### src/hw/ex_consts.svh
`ifndef EX_CONSTS_SVH
`define EX_CONSTS_SVH

// datapath and memory address width
`define EX_XLEN 32

// destination register index width
`define EX_RADDR_W 5

// cycles spent waiting on mem_ack before an access is abandoned
// covers both the ack-high and the ack-low phase
`define EX_ACK_TIMEOUT 64

`endif
### src/hw/ex_pkg.sv
package ex_pkg;

	// instruction class seen by the execute slice
	typedef enum logic [1:0] {
		EX_ALU,
		EX_LOAD,
		EX_STORE,
		EX_BRANCH
	} ex_kind_e;

	typedef enum logic [2:0] {
		ALU_ADD,
		ALU_SUB,
		ALU_AND,
		ALU_OR,
		ALU_XOR,
		ALU_SLL,
		ALU_SRL,
		ALU_SLT // signed compare
	} alu_op_e;

	// data memory handshake controller
	typedef enum logic [1:0] {
		MS_IDLE,
		MS_REQ,     // req high, waiting for ack
		MS_RELEASE, // req low, waiting for ack to drop
		MS_DONE
	} mem_state_e;

endpackage

### src/hw/ex_stage_top.sv
`timescale 1ns/1ps
`include "ex_consts.svh"

module ex_stage_top import ex_pkg::*; (
	input  logic                   clk,
	input  logic                   rst_n,
	input  logic                   stall,
	input  logic                   id_valid,
	input  ex_kind_e               id_kind,
	input  alu_op_e                id_alu_op,
	input  logic [`EX_XLEN-1:0]    id_op1,
	input  logic [`EX_XLEN-1:0]    id_op2,
	input  logic [`EX_XLEN-1:0]    id_rs2o,
	input  logic [`EX_RADDR_W-1:0] id_rd,
	input  logic [`EX_XLEN-1:0]    id_pc,
	input  logic [`EX_XLEN-1:0]    id_imm,
	output logic                   id_ready,
	output logic                   mem_req,
	output logic                   mem_we,
	output logic [`EX_XLEN-1:0]    mem_addr,
	output logic [`EX_XLEN-1:0]    mem_wdata,
	input  logic                   mem_ack,
	input  logic [`EX_XLEN-1:0]    mem_rdata,
	output logic                   wb_valid,
	output logic                   wb_we,
	output logic [`EX_RADDR_W-1:0] wb_rd,
	output logic [`EX_XLEN-1:0]    wb_data,
	output logic                   br_taken,
	output logic [`EX_XLEN-1:0]    br_target,
	output logic                   mem_err
);

	logic                   ex_valid;
	ex_kind_e               ex_kind;
	alu_op_e                ex_alu_op;
	logic [`EX_XLEN-1:0]    ex_op1, ex_op2, ex_rs2o, ex_pc, ex_imm;
	logic [`EX_RADDR_W-1:0] ex_rd;
	logic [`EX_XLEN-1:0]    alu_result, br_target_c, load_data;
	logic                   br_taken_c;
	logic                   mem_busy, mem_done;
	logic                   wait_run, wait_expired;

	id_ex_reg u_id_ex (.*);

	ex_alu u_alu (.*);

	mem_access_fsm u_mem (.*);

	ack_wait_timer u_timer (
		.clk          (clk),
		.rst_n        (rst_n),
		.wait_run     (wait_run),
		.wait_expired (wait_expired)
	);

	ex_wb_reg u_wb (.*);

endmodule

### src/hw/ex_wb_reg.sv
`timescale 1ns/1ps
`include "ex_consts.svh"

module ex_wb_reg import ex_pkg::*; (
	input  logic                   clk,
	input  logic                   rst_n,
	input  logic                   ex_valid,
	input  ex_kind_e               ex_kind,
	input  logic [`EX_RADDR_W-1:0] ex_rd,
	input  logic [`EX_XLEN-1:0]    alu_result,
	input  logic [`EX_XLEN-1:0]    load_data,
	input  logic                   br_taken_c,
	input  logic [`EX_XLEN-1:0]    br_target_c,
	input  logic                   mem_busy,
	input  logic                   mem_done,
	input  logic                   mem_err,
	output logic                   wb_valid,
	output logic                   wb_we,
	output logic [`EX_RADDR_W-1:0] wb_rd,
	output logic [`EX_XLEN-1:0]    wb_data,
	output logic                   br_taken,
	output logic [`EX_XLEN-1:0]    br_target
);

	logic is_mem;
	logic capture;
	logic writes_rd;

	assign is_mem  = (ex_kind == EX_LOAD) || (ex_kind == EX_STORE);
	assign capture = (ex_valid && !is_mem && !mem_busy) || mem_done;

	// a failed load must not update the register file
	assign writes_rd = (ex_kind == EX_ALU) || (ex_kind == EX_LOAD && !mem_err);

	always_ff @(posedge clk or negedge rst_n) begin
		if (!rst_n) begin
			wb_valid <= 1'b0;
			wb_we    <= 1'b0;
		end else begin
			wb_valid <= capture; // one-cycle record
			wb_we    <= capture && writes_rd;
		end
	end

	always_ff @(posedge clk) begin
		if (capture) begin
			wb_rd     <= ex_rd;
			wb_data   <= (ex_kind == EX_LOAD) ? load_data : alu_result;
			br_taken  <= br_taken_c;
			br_target <= br_target_c;
		end
	end

endmodule

### src/hw/ack_wait_timer.sv
`timescale 1ns/1ps
`include "ex_consts.svh"

module ack_wait_timer (
	input  logic clk,
	input  logic rst_n,
	input  logic wait_run,
	output logic wait_expired
);

	localparam int CNT_W = $clog2(`EX_ACK_TIMEOUT + 1);

	logic [CNT_W-1:0] wait_cnt;

	// counts across both waiting phases of one access
	always_ff @(posedge clk or negedge rst_n) begin
		if (!rst_n)
			wait_cnt <= '0;
		else if (!wait_run)
			wait_cnt <= '0;
		else if (!wait_expired)
			wait_cnt <= wait_cnt + 1'b1; // saturates at the limit
	end

	assign wait_expired = (wait_cnt == CNT_W'(`EX_ACK_TIMEOUT));

endmodule

### src/hw/mem_access_fsm.sv
`timescale 1ns/1ps
`include "ex_consts.svh"

module mem_access_fsm import ex_pkg::*; (
	input  logic                clk,
	input  logic                rst_n,
	input  logic                ex_valid,
	input  ex_kind_e            ex_kind,
	input  logic [`EX_XLEN-1:0] alu_result,
	input  logic [`EX_XLEN-1:0] ex_rs2o,
	input  logic                mem_ack,
	input  logic [`EX_XLEN-1:0] mem_rdata,
	input  logic                wait_expired,
	output logic                mem_req,
	output logic                mem_we,
	output logic [`EX_XLEN-1:0] mem_addr,
	output logic [`EX_XLEN-1:0] mem_wdata,
	output logic                mem_busy,
	output logic                mem_done,
	output logic [`EX_XLEN-1:0] load_data,
	output logic                wait_run,
	output logic                mem_err
);

	mem_state_e state;
	mem_state_e state_nx;
	logic       is_mem;

	assign is_mem = ex_valid && (ex_kind == EX_LOAD || ex_kind == EX_STORE);

	always_comb begin
		state_nx = state;
		case (state)
			MS_IDLE:
				if (is_mem)
					state_nx = MS_REQ;
			MS_REQ:
				if (wait_expired)
					state_nx = MS_DONE;
				else if (mem_ack)
					state_nx = MS_RELEASE;
			MS_RELEASE:
				if (wait_expired || !mem_ack)
					state_nx = MS_DONE;
			default:
				state_nx = MS_IDLE; // done lasts one cycle
		endcase
	end

	always_ff @(posedge clk or negedge rst_n) begin
		if (!rst_n) begin
			state   <= MS_IDLE;
			mem_err <= 1'b0;
		end else begin
			state <= state_nx;
			if (wait_run && wait_expired)
				mem_err <= 1'b1; // held until reset
		end
	end

	always_ff @(posedge clk) begin
		if (state == MS_REQ && mem_ack)
			load_data <= mem_rdata;
	end

	// EX is frozen during the access, so address and data stay put
	assign mem_req   = (state == MS_REQ);
	assign mem_we    = is_mem && (ex_kind == EX_STORE);
	assign mem_addr  = alu_result;
	assign mem_wdata = ex_rs2o;

	assign mem_busy = is_mem && (state != MS_DONE);
	assign mem_done = (state == MS_DONE);
	assign wait_run = (state == MS_REQ) || (state == MS_RELEASE);

endmodule

### src/hw/ex_alu.sv
`timescale 1ns/1ps
`include "ex_consts.svh"

module ex_alu import ex_pkg::*; (
	input  alu_op_e                ex_alu_op,
	input  ex_kind_e               ex_kind,
	input  logic [`EX_XLEN-1:0]    ex_op1,
	input  logic [`EX_XLEN-1:0]    ex_op2,
	input  logic [`EX_XLEN-1:0]    ex_pc,
	input  logic [`EX_XLEN-1:0]    ex_imm,
	output logic [`EX_XLEN-1:0]    alu_result,
	output logic                   br_taken_c,
	output logic [`EX_XLEN-1:0]    br_target_c
);

	localparam int SHAMT_W = $clog2(`EX_XLEN);

	alu_op_e                op;
	logic [SHAMT_W-1:0]     shamt;
	logic                   lt;

	// loads and stores compute base plus offset
	assign op    = (ex_kind == EX_LOAD || ex_kind == EX_STORE) ? ALU_ADD : ex_alu_op;
	assign shamt = ex_op2[SHAMT_W-1:0];
	assign lt    = $signed(ex_op1) < $signed(ex_op2);

	always_comb begin
		case (op)
			ALU_ADD: alu_result = ex_op1 + ex_op2;
			ALU_SUB: alu_result = ex_op1 - ex_op2;
			ALU_AND: alu_result = ex_op1 & ex_op2;
			ALU_OR:  alu_result = ex_op1 | ex_op2;
			ALU_XOR: alu_result = ex_op1 ^ ex_op2;
			ALU_SLL: alu_result = ex_op1 << shamt;
			ALU_SRL: alu_result = ex_op1 >> shamt; // logical
			ALU_SLT: alu_result = {{(`EX_XLEN-1){1'b0}}, lt};
			default: alu_result = '0;
		endcase
	end

	// branch condition is any non-zero compare result
	assign br_taken_c  = (ex_kind == EX_BRANCH) && (|alu_result);
	assign br_target_c = ex_pc + ex_imm;

endmodule

### src/hw/id_ex_reg.sv
`timescale 1ns/1ps
`include "ex_consts.svh"

module id_ex_reg import ex_pkg::*; (
	input  logic                   clk,
	input  logic                   rst_n,
	input  logic                   stall,
	input  logic                   mem_busy,
	input  logic                   mem_done,
	input  logic                   id_valid,
	input  ex_kind_e               id_kind,
	input  alu_op_e                id_alu_op,
	input  logic [`EX_XLEN-1:0]    id_op1,
	input  logic [`EX_XLEN-1:0]    id_op2,
	input  logic [`EX_XLEN-1:0]    id_rs2o,
	input  logic [`EX_RADDR_W-1:0] id_rd,
	input  logic [`EX_XLEN-1:0]    id_pc,
	input  logic [`EX_XLEN-1:0]    id_imm,
	output logic                   id_ready,
	output logic                   ex_valid,
	output ex_kind_e               ex_kind,
	output alu_op_e                ex_alu_op,
	output logic [`EX_XLEN-1:0]    ex_op1,
	output logic [`EX_XLEN-1:0]    ex_op2,
	output logic [`EX_XLEN-1:0]    ex_rs2o,
	output logic [`EX_RADDR_W-1:0] ex_rd,
	output logic [`EX_XLEN-1:0]    ex_pc,
	output logic [`EX_XLEN-1:0]    ex_imm
);

	// one-entry hold slot for a bundle that arrives under stall
	logic                   hold_full;
	ex_kind_e               hold_kind;
	alu_op_e                hold_alu_op;
	logic [`EX_XLEN-1:0]    hold_op1;
	logic [`EX_XLEN-1:0]    hold_op2;
	logic [`EX_XLEN-1:0]    hold_rs2o;
	logic [`EX_RADDR_W-1:0] hold_rd;
	logic [`EX_XLEN-1:0]    hold_pc;
	logic [`EX_XLEN-1:0]    hold_imm;

	logic accept;
	logic advance;
	logic take_hold;
	logic take_new;
	logic park;

	assign id_ready = !hold_full && !mem_busy;
	assign accept   = id_valid && id_ready;
	assign advance  = !mem_busy || mem_done; // memory op retires on done

	assign take_hold = advance && !stall && hold_full;
	assign take_new  = advance && !stall && !hold_full && accept;
	assign park      = advance && stall && accept;

	always_ff @(posedge clk or negedge rst_n) begin
		if (!rst_n) begin
			ex_valid  <= 1'b0;
			hold_full <= 1'b0;
		end else if (advance) begin
			ex_valid <= take_hold || take_new; // bubble otherwise
			if (park)
				hold_full <= 1'b1;
			else if (take_hold)
				hold_full <= 1'b0;
		end
	end

	always_ff @(posedge clk) begin
		if (park) begin
			hold_kind   <= id_kind;
			hold_alu_op <= id_alu_op;
			hold_op1    <= id_op1;
			hold_op2    <= id_op2;
			hold_rs2o   <= id_rs2o;
			hold_rd     <= id_rd;
			hold_pc     <= id_pc;
			hold_imm    <= id_imm;
		end
		if (take_hold) begin // replay the parked bundle first
			ex_kind   <= hold_kind;
			ex_alu_op <= hold_alu_op;
			ex_op1    <= hold_op1;
			ex_op2    <= hold_op2;
			ex_rs2o   <= hold_rs2o;
			ex_rd     <= hold_rd;
			ex_pc     <= hold_pc;
			ex_imm    <= hold_imm;
		end else if (take_new) begin
			ex_kind   <= id_kind;
			ex_alu_op <= id_alu_op;
			ex_op1    <= id_op1;
			ex_op2    <= id_op2;
			ex_rs2o   <= id_rs2o;
			ex_rd     <= id_rd;
			ex_pc     <= id_pc;
			ex_imm    <= id_imm;
		end
	end

endmodule

### config.mk
export PLATFORM = sky130hd
export DESIGN_NAME = ex_stage_top
export DESIGN_NICKNAME = d
export VERILOG_FILES = /design/src/hw/ex_pkg.sv /design/src/hw/ex_stage_top.sv /design/src/hw/ex_wb_reg.sv /design/src/hw/ack_wait_timer.sv /design/src/hw/mem_access_fsm.sv /design/src/hw/ex_alu.sv /design/src/hw/id_ex_reg.sv
export VERILOG_INCLUDE_DIRS = /design/src /design/src/hw
export SDC_FILE = /design/constraint.sdc
export NUM_CORES = 1
export LEC_CHECK = 0
export ABC_CLOCK_PERIOD_IN_PS = 8550
export BUFFER_PORTS_ARGS = -buffer_cell sky130_fd_sc_hd__buf_2
export CORE_ASPECT_RATIO = 0.7
export CORE_MARGIN = 2
export CORE_UTILIZATION = 42
export DETAILED_ROUTE_END_ITERATION = 7
export PLACE_DENSITY = 0.64
export SYNTH_ARGS = -nofsm -noshare
export SYNTH_HDL_FRONTEND = slang
export SYNTH_SLANG_ARGS = --single-unit
### constraint.sdc
create_clock -name clk -period 8.55 [get_ports clk]
set_input_delay 1.2825 -clock clk [delete_from_list [all_inputs] [get_ports clk]]
set_output_delay 1.2825 -clock clk [all_outputs]
set_load 0.02 [all_outputs]
==> out/metrics.yaml, run 1 <==
run_status: "complete, no violations"
synth_top_area_cell: "edfxtp_1"
core_area_sq_mm: 0.0630
portBuffers: 346
vias: 20430
synth_top_flop_cell: "edfxtp_1"
gr-usage-met2: 0.372
root_buffer: "clkbuf_16"
nFillCells: 5550
grt_pass1_wl_mm: 133
critPathMaxFanout: 40
power.density_mw_per_mm2: 324
hold_violations: 0
io_pins: 347
syn_area_sq_mm: 0.0267
crit_slowest_cell: "buf_4"
tightest_slew_ns: 1.24
cp.arrival_ns: 5.65
cp.required_ns: 7.27
p_leak_uw: 0.0120
fin_tns_setup_ns: 0
dp_hpwl_mm: 66.6
slowest_delay_ns: 0.61
worst-path-buf-inv: 3
synth_edf_count: 442
area_growth_pct: 15.5
netlist.area_leader.share: 0.497
clock_sinks: 456
wire_per_inst_microns: 26.8
ctsHoldBuffers: 0
critPathTopFamily: "compound AO/OA/AOI/OAI gates"
layout_common_cells: "442 x edfxtp_1, 346 x buf_2, 217 x mux2_2, 145 x nor2_1, 138 x ha_1"
synth_area_leaders: "edfxtp_1 50%, mux2_2 9.2%, ha_1 6.5%"
synth_cell_type_count: 89
cts_tree: "done"
finalMaxSlewViolations: 0
grt_pass1_vias: 19906
drc: 0
crit_chain: "buf_4 -> buf_4 -> ha_1 -> a211oi_1 -> o21ai_0 -> a31oi_1 -> nor2_1 -> a31oi_1 -> o31a_1 -> nor2b_1 -> o21ai_0 -> o221ai_1 -> a211o_1 -> buf_2"
chipWidth_microns: 305
path_clk_slew_ns: 0.07
antenna_found_initial: 9
syn_inst: 2185
relSlewSlack: 0.161
skew_ns: 0.0386
grt-ovfl-total: 0
use_met1: 0.408
grt_setup_unrepaired: "no"
hp-class: "reg2reg"
htreeDepth: 2
cp-end-kind: "output pin"
initial_core_util: 0.424
drive_gt1_frac: 0.290
finalCriticalPeriod_ns: 6.93
globalplace.congestion: 0.985
wirelength_mm: 90.0
cts_made_buffers: 45
yosysWarnings: 0
grtUsageTotal: 0.268
max_freq_mhz: 144
layout_commonest_cell: "edfxtp_1"
start_kind: "register"
synth_nets: 2533
globalRoute.busiestLayer: "met1"
synth_seq_cells: 456
ys_seq_area_frac: 0.510
clock_path_buffers: 3
nNetsFinal: 2843
grt_max_degree: 119
postCtsSetupRepairBufs: 0
detail-route-antenna-nets: 0
ir_worst_vdd_mv: 0.175
clock_latency_ns: 0.62
critPathKind: "reg2out"
gr-usage-met3: 0.0817
die_h_microns: 215
drt_iter0_markers: 2494
fin_util: 0.489
async_reset_ff_frac: 0.0307
cap_violations: 0
finalCritPeriodShare: 0.810
setup_viol: 0
first_pass_iters: 6
num_rows: 77
die_area_sq_mm: 0.0656
cts-resized-gates: 0
synth_area_per_cell_sq_um: 12.2
viasPerCell: 6.08
report_power, final:
group / total [uW] / switching, uW / internal (uW)
registers: 3410 / 251 / 3150
clock network: 2040 / 875 / 1160
logic: 4540 / 2980 / 1560
cell type report:
type,instances,area (sq um),area share
Timing Repair Buffer,380,2020,0.0656
Multi-Input combinational cell,1492,12200,0.395
Antenna cell,3,7.51,0.000243
Sequential cell,456,13600,0.442
Inverter,120,450,0.0146
Clock inverter,27,362,0.0117
Tap cell,829,1040,0.0336
Clock buffer,53,1160,0.0375
cell usage after synthesis, types with 7 or more instances:
| master | n |
|---|---|
| a2111oi_0 | 7 |
| a211o_1 | 11 |
| a211oi_1 | 19 |
| a21o_1 | 34 |
| a21oi_1 | 104 |
| a221oi_1 | 15 |
| a22oi_1 | 20 |
| a311oi_1 | 8 |
| a31oi_1 | 29 |
| and2_1 | 11 |
| and3_1 | 18 |
| buf_1 | 18 |
| buf_2 | 11 |
| clkbuf_1 | 83 |
| dfrtp_1 | 14 |
| edfxtp_1 | 442 |
| ha_1 | 138 |
| inv_1 | 117 |
| mux2_2 | 217 |
| mux2i_1 | 48 |
| mux4_2 | 43 |
| nand2_1 | 110 |
| nand2b_1 | 22 |
| nand3_1 | 38 |
| nand4_1 | 11 |
| nor2_1 | 146 |
| nor2b_1 | 29 |
| nor3_1 | 34 |
| nor4_1 | 10 |
| o211a_1 | 7 |
| o211ai_1 | 34 |
| o21a_1 | 15 |
| o21ai_0 | 83 |
| o21bai_1 | 10 |
| o221ai_1 | 8 |
| o22ai_1 | 19 |
| o31ai_1 | 14 |
| or2_2 | 9 |
| or3_1 | 13 |
| or4_1 | 12 |
| xnor2_1 | 33 |
| xor2_1 | 9 |
metrics by stage:
| stage | area [sq um] | setup WS, ns | instances | hold slack, ns | total power [uW] |
|---|---|---|---|---|---|
| final | 30800 | 1.62 | 3360 | 0.412 | 9980 |
| after global routing | 30800 | 1.08 | 3357 | 0.427 | 10500 |
| after CTS | 30800 | 1.62 | 3357 | 0.412 | 9970 |
| after detailed placement | 29300 | 2.30 | 3277 | 0.408 | 7900 |
| after global placement | 29300 | 2.27 | 3277 | 0.401 | 7860 |
| after floorplan | 26700 | 2.41 | 2185 | 0.400 | 6320 |
final timing paths:
kind / start / endpoint / slack, ns / depth (start not counted)
setup / recovery: u_id_ex.ex_op2[0]$_DFFE_PP_ / mem_addr[31] / 1.62 / 14
hold / removal: u_id_ex.ex_rd[4]$_DFFE_PP_ / u_wb.wb_rd[4]$_DFFE_PP_ / 0.41 / 0
setup reg to reg: u_id_ex.ex_op2[1]$_DFFE_PP_ / u_wb.br_taken$_DFFE_PP_ / 2.21 / 14
hold reg to reg: u_id_ex.ex_rd[4]$_DFFE_PP_ / u_wb.wb_rd[4]$_DFFE_PP_ / 0.41 / 0
min in group asynchronous: rst_n / u_wb.wb_valid$_DFF_PN0_ / 0.56 / 1
max in group asynchronous: rst_n / u_id_ex.ex_valid$_DFFE_PN0N_ / 7.74 / 1
logic make-up (layout without fill, tap and decap cells):
kind of cell,after synthesis,count (layout),synth area share
compound gates,507,507,0.131
simple gates,487,487,0.0895
flops,456,456,0.510
mux,315,315,0.152
buf+inv,237,580,0.0358
fa+ha+maj,141,141,0.0669
xor+xnor,42,42,0.0138
other cells,0,3,0
metal layers:
layer | vias to the layer above | wire [microns] | share of wire
li1 | 9051 | - | -
met1 | 10188 | 42100 | 0.47
met2 | 1031 | 36400 | 0.40
met3 | 148 | 9540 | 0.11
met4 | 12 | 1890 | 0.021
met5 | - | 89 | 0.00099
Power figures use the tool's default switching activity.
==> run 2, diff against run 1 <==
ABC_CLOCK_PERIOD_IN_PS = 5780   (was 8550)
PLACE_DENSITY = 0.66   (was 0.64)
clock period = 5.78 ns   (was 8.55 ns; I/O delays follow)
==> run 2 against run 1 <==
Wire length is 1.7% higher; combinational power is 57% higher; critical path depth is 1 lower; worst hold slack worse by 0.25 ns; sequential power is 47% higher; first-iteration DRC count is 2.7% lower; design area is 1.9% higher; die area stayed put; final cell count is 2.4% higher.
==> out/metrics.yaml, run 2 (synthesized netlist as in run 1, its figures left out) <==
p_seq_frac: 0.333  # -0.008
cp-end-kind: "output pin"
num_rows: 77  # unchanged
viasPerCell: 6.03  # -0.79%
htreeDepth: 2  # unchanged
ctsHoldBuffers: 0  # unchanged
clock_path_buffers: 3  # unchanged
drt_iter0_markers: 2427  # -2.7%
grt_max_degree: 91  # -24%
grt_setup_unrepaired: "no"
p_int_uw: 8840  # +50%
fin_tns_setup_ns: 0  # unchanged
portBuffers: 346  # unchanged
p_comb_frac: 0.472  # +0.017
slowest_delay_ns: 0.62  # about the same
root_buffer: "clkbuf_16"
clock_latency_ns: 0.62  # about the same
grtUsageTotal: 0.273  # +0.00490
switching_share: 0.413  # +0.00166
layoutNonFillerInstCount: 3442  # +2.4%
finalCritPeriodShare: 0.979
detail-route-antenna-nets: 0  # unchanged
layout_commonest_cell: "edfxtp_1"
chipWidth_microns: 305  # unchanged
die_h_microns: 215  # unchanged
clock_sinks: 456  # unchanged
layout_common_cells: "442 x edfxtp_1, 346 x buf_2, 217 x mux2_2, 145 x nor2_1, 137 x ha_1"
critPathKind: "reg2out"
run_status: "complete, no violations"
relSlewSlack: 0.149  # -0.0121
nNetsFinal: 2923  # +2.8%
tightest_slew_ns: 1.26  # +0.0179 ns
finalCriticalPeriod_ns: 5.66
start_kind: "register"
critPathMaxFanout: 9  # -78%
cts_made_buffers: 45  # unchanged
wire_per_inst_microns: 26.6  # -0.69%
ir_worst_vdd_mv: 0.275  # +57%
nFillCells: 5665  # +2.1%
cts_tree: "done"
skew_ns: 0.0319  # -0.00664 ns
drive_gt1_frac: 0.314  # +0.0232
p_clk_frac: 0.195  # -0.009
crit_chain: "inv_1 -> ha_1 -> inv_1 -> a21oi_1 -> o2bb2ai_1 -> a221oi_1 -> o21ai_0 -> o31a_1 -> a21oi_1 -> o41a_1 -> o221ai_1 -> a211o_1 -> buf_2"
io_pins: 347  # unchanged
grt_pass1_wl_mm: 134  # +1.1%
path_clk_slew_ns: 0.06  # about the same
die_area_sq_mm: 0.0656  # unchanged
dpl_cell_area_sq_mm: 0.0299  # +2.0%
initial_core_util: 0.424  # unchanged
setup_viol: 0  # unchanged
switching_power_uw: 6230  # +51%
core_area_sq_mm: 0.0630  # unchanged
crit_slowest_cell: "edfxtp_1"
dp.cells: 3352  # +2.3%
dp_hpwl_mm: 69.2  # +4.0%
grt-ovfl-total: 0  # unchanged
globalplace.congestion: 1.02  # +4.0%
hp-class: "in2async"
p_leak_uw: 0.0124  # +3.0%
grt_pass1_vias: 20119  # +1.1%
hold_violations: 0  # unchanged
area_growth_pct: 17.8
vias: 20764  # +1.6%
wirelength_mm: 91.5  # +1.7%
cp.required_ns: 4.91  # -2.36 ns
first_pass_iters: 6  # unchanged
finalMaxSlewViolations: 0  # unchanged
fin_area_sq_mm: 0.0314  # +1.9%
antenna_found_initial: 14  # +5
power.density_mw_per_mm2: 479  # +48%
max_freq_mhz: 177
drc: 0  # unchanged
cap_violations: 0  # unchanged
cp.arrival_ns: 4.79  # -0.86 ns
run 2: repair_timing:
item                                    4_1_cts  5_1_grt
endpoints found under the setup margin        2        6
buffers inserted                              0        5
pin swaps                                     0        2
resized for setup                             1        9
endpoints found under the hold margin         0        0
run 2: worst paths after layout:
| kind | from | endpoint | slack [ns] | cells past startpoint |
|---|---|---|---|---|
| setup / recovery | u_id_ex.ex_op1[14]$_DFFE_PP_ | mem_addr[31] | 0.12 | 13 |
| hold / removal | rst_n | u_wb.wb_we$_DFF_PN0_ | 0.16 | 1 |
| setup reg to reg | u_id_ex.ex_op2[0]$_DFFE_PP_ | u_wb.br_taken$_DFFE_PP_ | 0.23 | 12 |
| hold reg to reg | u_id_ex.ex_rd[4]$_DFFE_PP_ | u_wb.wb_rd[4]$_DFFE_PP_ | 0.42 | 0 |
| max in group asynchronous | rst_n | u_wb.wb_valid$_DFF_PN0_ | 5.37 | 1 |
| min in group clk | u_id_ex.ex_rd[4]$_DFFE_PP_ | u_wb.wb_rd[4]$_DFFE_PP_ | 0.42 | 0 |
run 2: area by class of cell:
type | instances | area [sq um] | area share
repair buffers | 460 | 2650 | 0.0843
well taps | 829 | 1040 | 0.0330
multi-input cells | 1492 | 12200 | 0.388
clock buffers | 54 | 1160 | 0.0369
flip-flops and latches | 456 | 13600 | 0.433
diodes | 4 | 10.0 | 0.000318
clock inverters | 27 | 302 | 0.00959
inverters | 120 | 450 | 0.0143
run 2: worst max-delay path: cells and delay by family, from the launching register on:
family / cells / cell delay [ns]
buf+inv: 3 / 0.45
compound gates: 9 / 2.59
fa+ha+maj: 1 / 0.52
flops: 1 / 0.62
run 2: per-stage QoR:
stage                      util  worst slack, ns  total power [uW]  hold WS, ns
after global routing      0.499          0.00297             15800        0.159
after global placement    0.474            0.195             11900        0.403
after CTS                 0.498            0.100             15000        0.135
final                     0.499            0.121             15100        0.160
after detailed placement  0.474            0.143             12000        0.406
after floorplan               -           -0.229              9330        0.400
run 2: power groups by stage:
stage | clock network (uW) | logic (uW) | registers [uW]
after global routing | 3140 | 7550 | 5070
after CTS | 3020 | 6930 | 5020
after global placement | 0 | 6840 | 5050
after floorplan | 0 | 3910 | 5430
after detailed placement | 0 | 6900 | 5080
final | 2940 | 7110 | 5010
run 2: routing by layer:
metal | track usage | vias up | part of all wire
met2 | 0.377 | 1012 | 0.40
met5 | 0 | - | 0.0014
met3 | 0.110 | 132 | 0.12
met1 | 0.400 | 10379 | 0.45
met4 | 0.0562 | 18 | 0.021
li1 | - | 9223 | -
